==> config.mk <==
export PLATFORM = sky130hd
export DESIGN_NAME = mdu_unit
export DESIGN_NICKNAME = d
export VERILOG_FILES = /design/src/cpu_types_pkg.sv /design/src/mdu_pkg.sv /design/src/mdu_div_fsm.sv /design/src/mdu_unit.sv
export SDC_FILE = /design/constraint.sdc
export NUM_CORES = 2
export LEC_CHECK = 0
export BUFFER_PORTS_ARGS = -buffer_cell sky130_fd_sc_hd__buf_2
export CAP_MARGIN = 20
export CORE_MARGIN = 2
export CORE_UTILIZATION = 35
export DETAILED_ROUTE_END_ITERATION = 12
export PLACE_DENSITY = 0.51
export SYNTH_ARGS = -nofsm -noshare
export SYNTH_HDL_FRONTEND = slang
export SYNTH_SLANG_ARGS = --single-unit
==> constraint.sdc <==
create_clock -name clk -period 10.4 [get_ports clk]
set_input_delay 0.52 -clock clk [delete_from_list [all_inputs] [get_ports clk]]
set_output_delay 0.52 -clock clk [all_outputs]
set_load 0.1 [all_outputs]
==> src/cpu_types_pkg.sv <==
package cpu_types_pkg;

    // --------------------------------------------------
    // core-wide widths
    // --------------------------------------------------
    parameter int XLEN  = 32;
    parameter int TAG_W = 5;

    // data word and rob tag
    typedef logic [XLEN-1:0]  word_t;
    typedef logic [TAG_W-1:0] rob_id_t;

    // --------------------------------------------------
    // one slot of the common data bus
    // --------------------------------------------------
    typedef struct packed {
        logic    valid;
        rob_id_t tag;
        word_t   data;
    } cdb_t;

endpackage

==> src/mdu_pkg.sv <==
package mdu_pkg;

    // --------------------------------------------------
    // operation codes
    // --------------------------------------------------
    typedef enum logic [1:0] {
        MDU_MUL  = 2'b00,
        MDU_MULH = 2'b01,
        MDU_DIVU = 2'b10,
        MDU_REMU = 2'b11
    } mdu_op_e;

    // source operand, value valid once ready is set
    typedef struct packed {
        logic                   ready;
        cpu_types_pkg::rob_id_t tag;
        cpu_types_pkg::word_t   value;
    } operand_t;

    // --------------------------------------------------
    // payloads
    // --------------------------------------------------
    // operation as it sits in the issue queue
    typedef struct packed {
        mdu_op_e                op;
        cpu_types_pkg::rob_id_t dst;
        operand_t [1:0]         src;
    } iq_req_t;

    // operation handed from issue to the unit
    typedef struct packed {
        mdu_op_e                    op;
        cpu_types_pkg::rob_id_t     dst;
        cpu_types_pkg::word_t [1:0] src;
    } mdu_req_t;

    // finished result toward the output FIFO
    typedef struct packed {
        cpu_types_pkg::rob_id_t tag;
        cpu_types_pkg::word_t   data;
    } mdu_res_t;

endpackage

==> src/mdu_div_fsm.sv <==
`timescale 1ns/1ps

module mdu_div_fsm (
    input  logic clk,
    input  logic rst_n_i,
    input  logic flush_i,
    input  logic start_i,
    input  logic is_div_i,
    input  logic res_ready_i,
    output logic load_o,
    output logic step_o,
    output logic unit_ready_o,
    output logic res_valid_o
);

    typedef enum logic [1:0] {
        S_IDLE,
        S_MUL,
        S_DIV,
        S_DONE
    } state_e;

    state_e     state_q;
    state_e     state_d;
    logic [4:0] count_q;

    // --------------------------------------------------
    // next state
    // --------------------------------------------------
    // S_MUL is also the setup cycle of a divide
    always_comb begin
        state_d = state_q;
        case (state_q)
            S_IDLE: begin
                if (start_i) begin
                    state_d = S_MUL;
                end
            end
            S_MUL: begin
                state_d = is_div_i ? S_DIV : S_DONE;
            end
            S_DIV: begin
                if (count_q == 5'd31) begin
                    state_d = S_DONE;
                end
            end
            default: begin
                // hold the result until the FIFO takes it
                if (res_ready_i) begin
                    state_d = start_i ? S_MUL : S_IDLE;
                end
            end
        endcase
    end

    always_ff @(posedge clk or negedge rst_n_i) begin
        if (!rst_n_i) begin
            state_q <= S_IDLE;
            count_q <= '0;
        end else if (flush_i) begin
            state_q <= S_IDLE;
            count_q <= '0;
        end else begin
            state_q <= state_d;
            // 32 divide steps, count wraps back to zero
            count_q <= (state_q == S_DIV) ? count_q + 5'd1 : 5'd0;
        end
    end

    // --------------------------------------------------
    // outputs
    // --------------------------------------------------
    assign load_o       = (state_q == S_MUL);
    assign step_o       = (state_q == S_DIV);
    assign res_valid_o  = (state_q == S_DONE);
    assign unit_ready_o = (state_q == S_IDLE) || ((state_q == S_DONE) && res_ready_i);

endmodule

==> src/mdu_unit.sv <==
`timescale 1ns/1ps

module mdu_unit (
    input  logic              clk,
    input  logic              rst_n_i,
    input  logic              flush_i,
    input  mdu_pkg::mdu_req_t req_i,
    input  logic              req_valid_i,
    output logic              unit_ready_o,
    output mdu_pkg::mdu_res_t res_o,
    output logic              res_valid_o,
    input  logic              res_ready_i
);

    logic                   accept;
    logic                   is_div;
    logic                   load;
    logic                   step;

    mdu_pkg::mdu_op_e       op_q;
    cpu_types_pkg::rob_id_t tag_q;
    cpu_types_pkg::word_t   a_q;
    cpu_types_pkg::word_t   b_q;

    logic signed [63:0]     prod_q;
    cpu_types_pkg::word_t   rem_q;
    cpu_types_pkg::word_t   quo_q;
    logic [32:0]            shifted;
    logic [32:0]            diff;

    assign accept = req_valid_i && unit_ready_o;
    assign is_div = (op_q == mdu_pkg::MDU_DIVU) || (op_q == mdu_pkg::MDU_REMU);

    mdu_div_fsm i_fsm (
        .clk         (clk),
        .rst_n_i     (rst_n_i),
        .flush_i     (flush_i),
        .start_i     (req_valid_i),
        .is_div_i    (is_div),
        .res_ready_i (res_ready_i),
        .load_o      (load),
        .step_o      (step),
        .unit_ready_o(unit_ready_o),
        .res_valid_o (res_valid_o)
    );

    // operand capture on accept
    always_ff @(posedge clk) begin
        if (accept) begin
            op_q  <= req_i.op;
            tag_q <= req_i.dst;
            a_q   <= req_i.src[0];
            b_q   <= req_i.src[1];
        end
    end

    // --------------------------------------------------
    // restoring divide step
    // --------------------------------------------------
    // zero divisor never borrows, so quotient ends all ones
    assign shifted = {rem_q, quo_q[31]};
    assign diff    = shifted - {1'b0, b_q};

    always_ff @(posedge clk) begin
        if (load) begin
            prod_q <= 64'($signed(a_q)) * 64'($signed(b_q));
            rem_q  <= '0;
            quo_q  <= a_q;
        end else if (step) begin
            if (!diff[32]) begin
                rem_q <= diff[31:0];
                quo_q <= {quo_q[30:0], 1'b1};
            end else begin
                rem_q <= shifted[31:0];
                quo_q <= {quo_q[30:0], 1'b0};
            end
        end
    end

    // result word select
    always_comb begin
        res_o.tag = tag_q;
        case (op_q)
            mdu_pkg::MDU_MUL:  res_o.data = prod_q[31:0];
            mdu_pkg::MDU_MULH: res_o.data = prod_q[63:32];
            mdu_pkg::MDU_DIVU: res_o.data = quo_q;
            default:           res_o.data = rem_q;
        endcase
    end

endmodule

==> metrics.md <==
| Metric | Value |
|---|---|
| Setup Viol. Count Final | `0` |
| Synth top area share | `47.40%` |
| Peak Freq | `108.6 MHz` |
| Reg2reg path depth | `24` |
| Buffers plus inverters on the worst setup path | `4` |
| Placed instance area | `0.04826 mm2` |
| Synth Area per Inst | `9.993 um2` |
| Total stage count of the critical path | `24` |
| Routed via count | `30,860` |
| Asr flop ratio synth | `3.398%` |
| Largest cells by area after synthesis | `fa_1 47%, edfxtp_1 11%, inv_1 8.5%, and2_1 6.8%, ha_1 6.1%` |
| Seq/Total Area, Yosys | `12.75%` |
| Fin Setup TNS | `0 ns` |
| Remaining antenna violation count | `0` |
| Wire per inst | `20.93 um` |
| Worst-skew pair later-pin latency | `0.65 ns` |
| Dpl hpwl | `107.3 mm` |
| Top FF cell, synth | `edfxtp_1` |
| Clock Skews | `0.02369 ns` |
| Share of cells above drive strength 1 | `7.354%` |
| TritonCTS clock tree | `yes` |
| Synthesized instance count | `4,577` |
| Number of global-route vias before repair | `33,760` |
| Clock Path Buffers | `3` |
| Max FO, Critical Path | `22` |
| Global-route wire length before repair | `207.2 mm` |
| Top-count cell post-synth | `fa_1` |
| Crit Path Class | `reg -> reg` |
| Smallest hold slack | `0.03747 ns` |
| Placer congestion estimate | `0.8713` |
| Layout area overhead | `7.733%` |
| Yosys reg bits | `206` |
| Critical Path End Type | `flop` |
| Final core utilization | `38.01%` |
| Post-route cell area | `0.04928 mm2` |
| Top post-synthesis cells by count | `1,083 x fa_1, 1,032 x inv_1, 553 x nand2_1, 498 x and2_1, 226 x clkbuf_1` |
| Global router's overall resource usage | `20.72%` |
| Tcrit/Tclk final | `88.53%` |
| Pin count of the biggest net entering global routing | `70` |
| CTS sink count | `206` |
| Vias per cell | `4.866` |
| Die W | `365.5 um` |
| Number of remaining DRC errors | `0` |
| Drt pass-1 iters | `8` |
| Min Tclk post-route | `9.207 ns` |
| Critical path cell sequence | `buf_4 > nand2_1 > inv_1 > fa_1 > inv_1 > fa_1 > inv_1 > fa_1 > fa_1 > fa_1 > fa_1 > fa_1 > fa_1 > ha_1 > a21o_1 > a21o_1 > a21oi_1 > nand2_1 > a211oi_1 > nor2_1 > a211oi_1 > o31ai_1 > a21oi_1 > xnor2_1` |
| Initial antenna violation count | `11` |
| Nets | `5,953` |
| Die Y | `365.5 um` |
| Netlist cell types | `73` |
| Slew Limit Fails | `0` |
| DIE AREA | `0.1336 mm2` |
| RSZ-0062 raised after global routing | `false` |
| Clk slew on worst S/H paths | `0.08 ns` |
| PostCTS Resize Cnt | `0` |
| Max-slew headroom | `23.57%` |
| CTS HTree Levels | `1` |
| Crit start category | `flop` |
| Core region area | `0.1296 mm2` |
| Outcome | `complete, no violations` |
| Crit-path most repeated cell | `fa_1` |
| Worst EP required | `10.78 ns` |
| Max stage delay on crit path | `1.02 ns` |
| Initial Util | `35.28%` |
| Crit path from | `b_q[6]$_DFFE_PP_` |
| Maxcap violations | `0` |
| Root buffer selected by CTS | `clkbuf_16` |
| Number of DRC markers in iteration 0 | `2,022` |
| # IOs | `115` |
| Synth Warn # | `0` |
| Post-synth EDFFs | `167` |
| # Post-CTS Setup Buffers | `0` |
| Drt total wl | `132.7 mm` |
| Worst slew pin tran | `1.146 ns` |
| Total CTS buffers | `30` |
| Critical-path top delay cell | `edfxtp_1` |
| Worst hold-check path type | `in -> reg` |
| CP delay by family, top | `adder cells` |
| Worst Hold Depth | `1` |
| Post-synth top area cell | `fa_1` |
| Final Hold Viols | `0` |
| Synthesized cell area | `0.04574 mm2` |
| Rows | `132` |
| Hold Startpoint | `req_i[30]` |
| PortBufs | `114` |
| Syn nets | `5,958` |
| Total gr overflow | `0` |
| CP arrival | `9.58 ns` |
| Worst r2r src | `b_q[6]$_DFFE_PP_` |
## cell families (layout without fill, tap and decap cells)
kind of cell | after synthesis | in the layout | synth area share, %
other | 0 | 3 | 0
muxes | 83 | 83 | 2.782
DFF | 206 | 206 | 12.75
buffers and inverters | 1272 | 1291 | 10.47
and+or+nand+nor | 1275 | 1275 | 13.77
AOI/OAI and AO/OA | 341 | 341 | 4.938
adders and majority gates | 1305 | 1305 | 53.47
xor gates and xnor gates | 95 | 95 | 1.819
## cell usage in the layout (no fill, tap or decap), types with 22 or more instances in the layout
cell       instances
nand3_1           22
and2_1           497
ha_1             220
xnor2_1           67
nor2_1           114
o21ai_0           53
buf_4             86
mux2_2            33
inv_1           1032
buf_2            114
o21a_1            23
dfxtp_1           32
a21oi_1           87
nand2_1          553
edfxtp_1         167
mux4_2            32
a211oi_1          34
fa_1            1083
a21o_1            49
clkbuf_16         30
xor2_1            28
## per-layer routing
| layer | up-vias | GRT usage [%] | wire length [um] |
|---|---|---|---|
| met1 | 16280 | 27.34 | 55880 |
| met5 | - | 0 | 9 |
| met4 | 2 | 5.576 | 4197 |
| li1 | 13650 | - | - |
| met2 | 753 | 35.81 | 66180 |
| met3 | 173 | 2.649 | 6477 |
## per-stage QoR
step	setup slack [ns]	cells
3_5_place_dp	1.396	6281
3_3_place_gp	1.458	6281
5_1_grt	0.7871	6339
6_report	1.193	6341
4_1_cts	1.335	6338
2_1_floorplan	2.615	4577
## area by class of cell
class / instances / area, um2
inverter: 1033 / 3877
clock buffer: 32 / 758.2
antenna: 3 / 7.507
fill: 13060 / 80370
clock inverter: 24 / 240.2
tap: 1742 / 2180
timing repair buffer: 202 / 1246
multi-input combinational: 3099 / 35140
sequential: 206 / 5831
## worst reg2reg max path, cell delays in order, from the launching register on
cell and delay [ns]:
edfxtp_1 1.02, buf_4 0.36, nand2_1 0.12, inv_1 0.10
fa_1 0.41, inv_1 0.24, fa_1 0.47, inv_1 0.23
fa_1 0.49, fa_1 0.54, fa_1 0.45, fa_1 0.56
fa_1 0.44, fa_1 0.49, ha_1 0.41, a21o_1 0.22
a21o_1 0.17, a21oi_1 0.23, nand2_1 0.17, a211oi_1 0.72
nor2_1 0.22, a211oi_1 0.45, o31ai_1 0.15, a21oi_1 0.20
xnor2_1 0.08
## worst paths after layout
kind | endpoint | slack (ns)
min in group asynchronous | i_fsm.count_q[2]$_DFF_PN0_ | 0.25
worst min-delay path | a_q[30]$_DFFE_PP_ | 0.04
worst min register to register | i_fsm.count_q[0]$_DFF_PN0_ | 0.46
worst max register to register | prod_q[63]$_DFFE_PP_ | 1.19
worst max-delay path | prod_q[63]$_DFFE_PP_ | 1.19
max in group asynchronous | i_fsm.count_q[0]$_DFF_PN0_ | 9.99
## sequential cells by signal (all words and copies together), names as in the netlist
register       count
rem_q             32
i_fsm.state_q      2
i_fsm.count_q      5
op_q               2
a_q               32
prod_q            64
tag_q              5
b_q               32
quo_q             32
## what timing repair did
action	CTS	global route
endpoints found under the setup margin	0	0
endpoints found under the hold margin	7	0
hold buffers	1	0
Power is not shown: default switching activity piles up to over one toggle a cycle in this logic, so the estimate is an artifact.
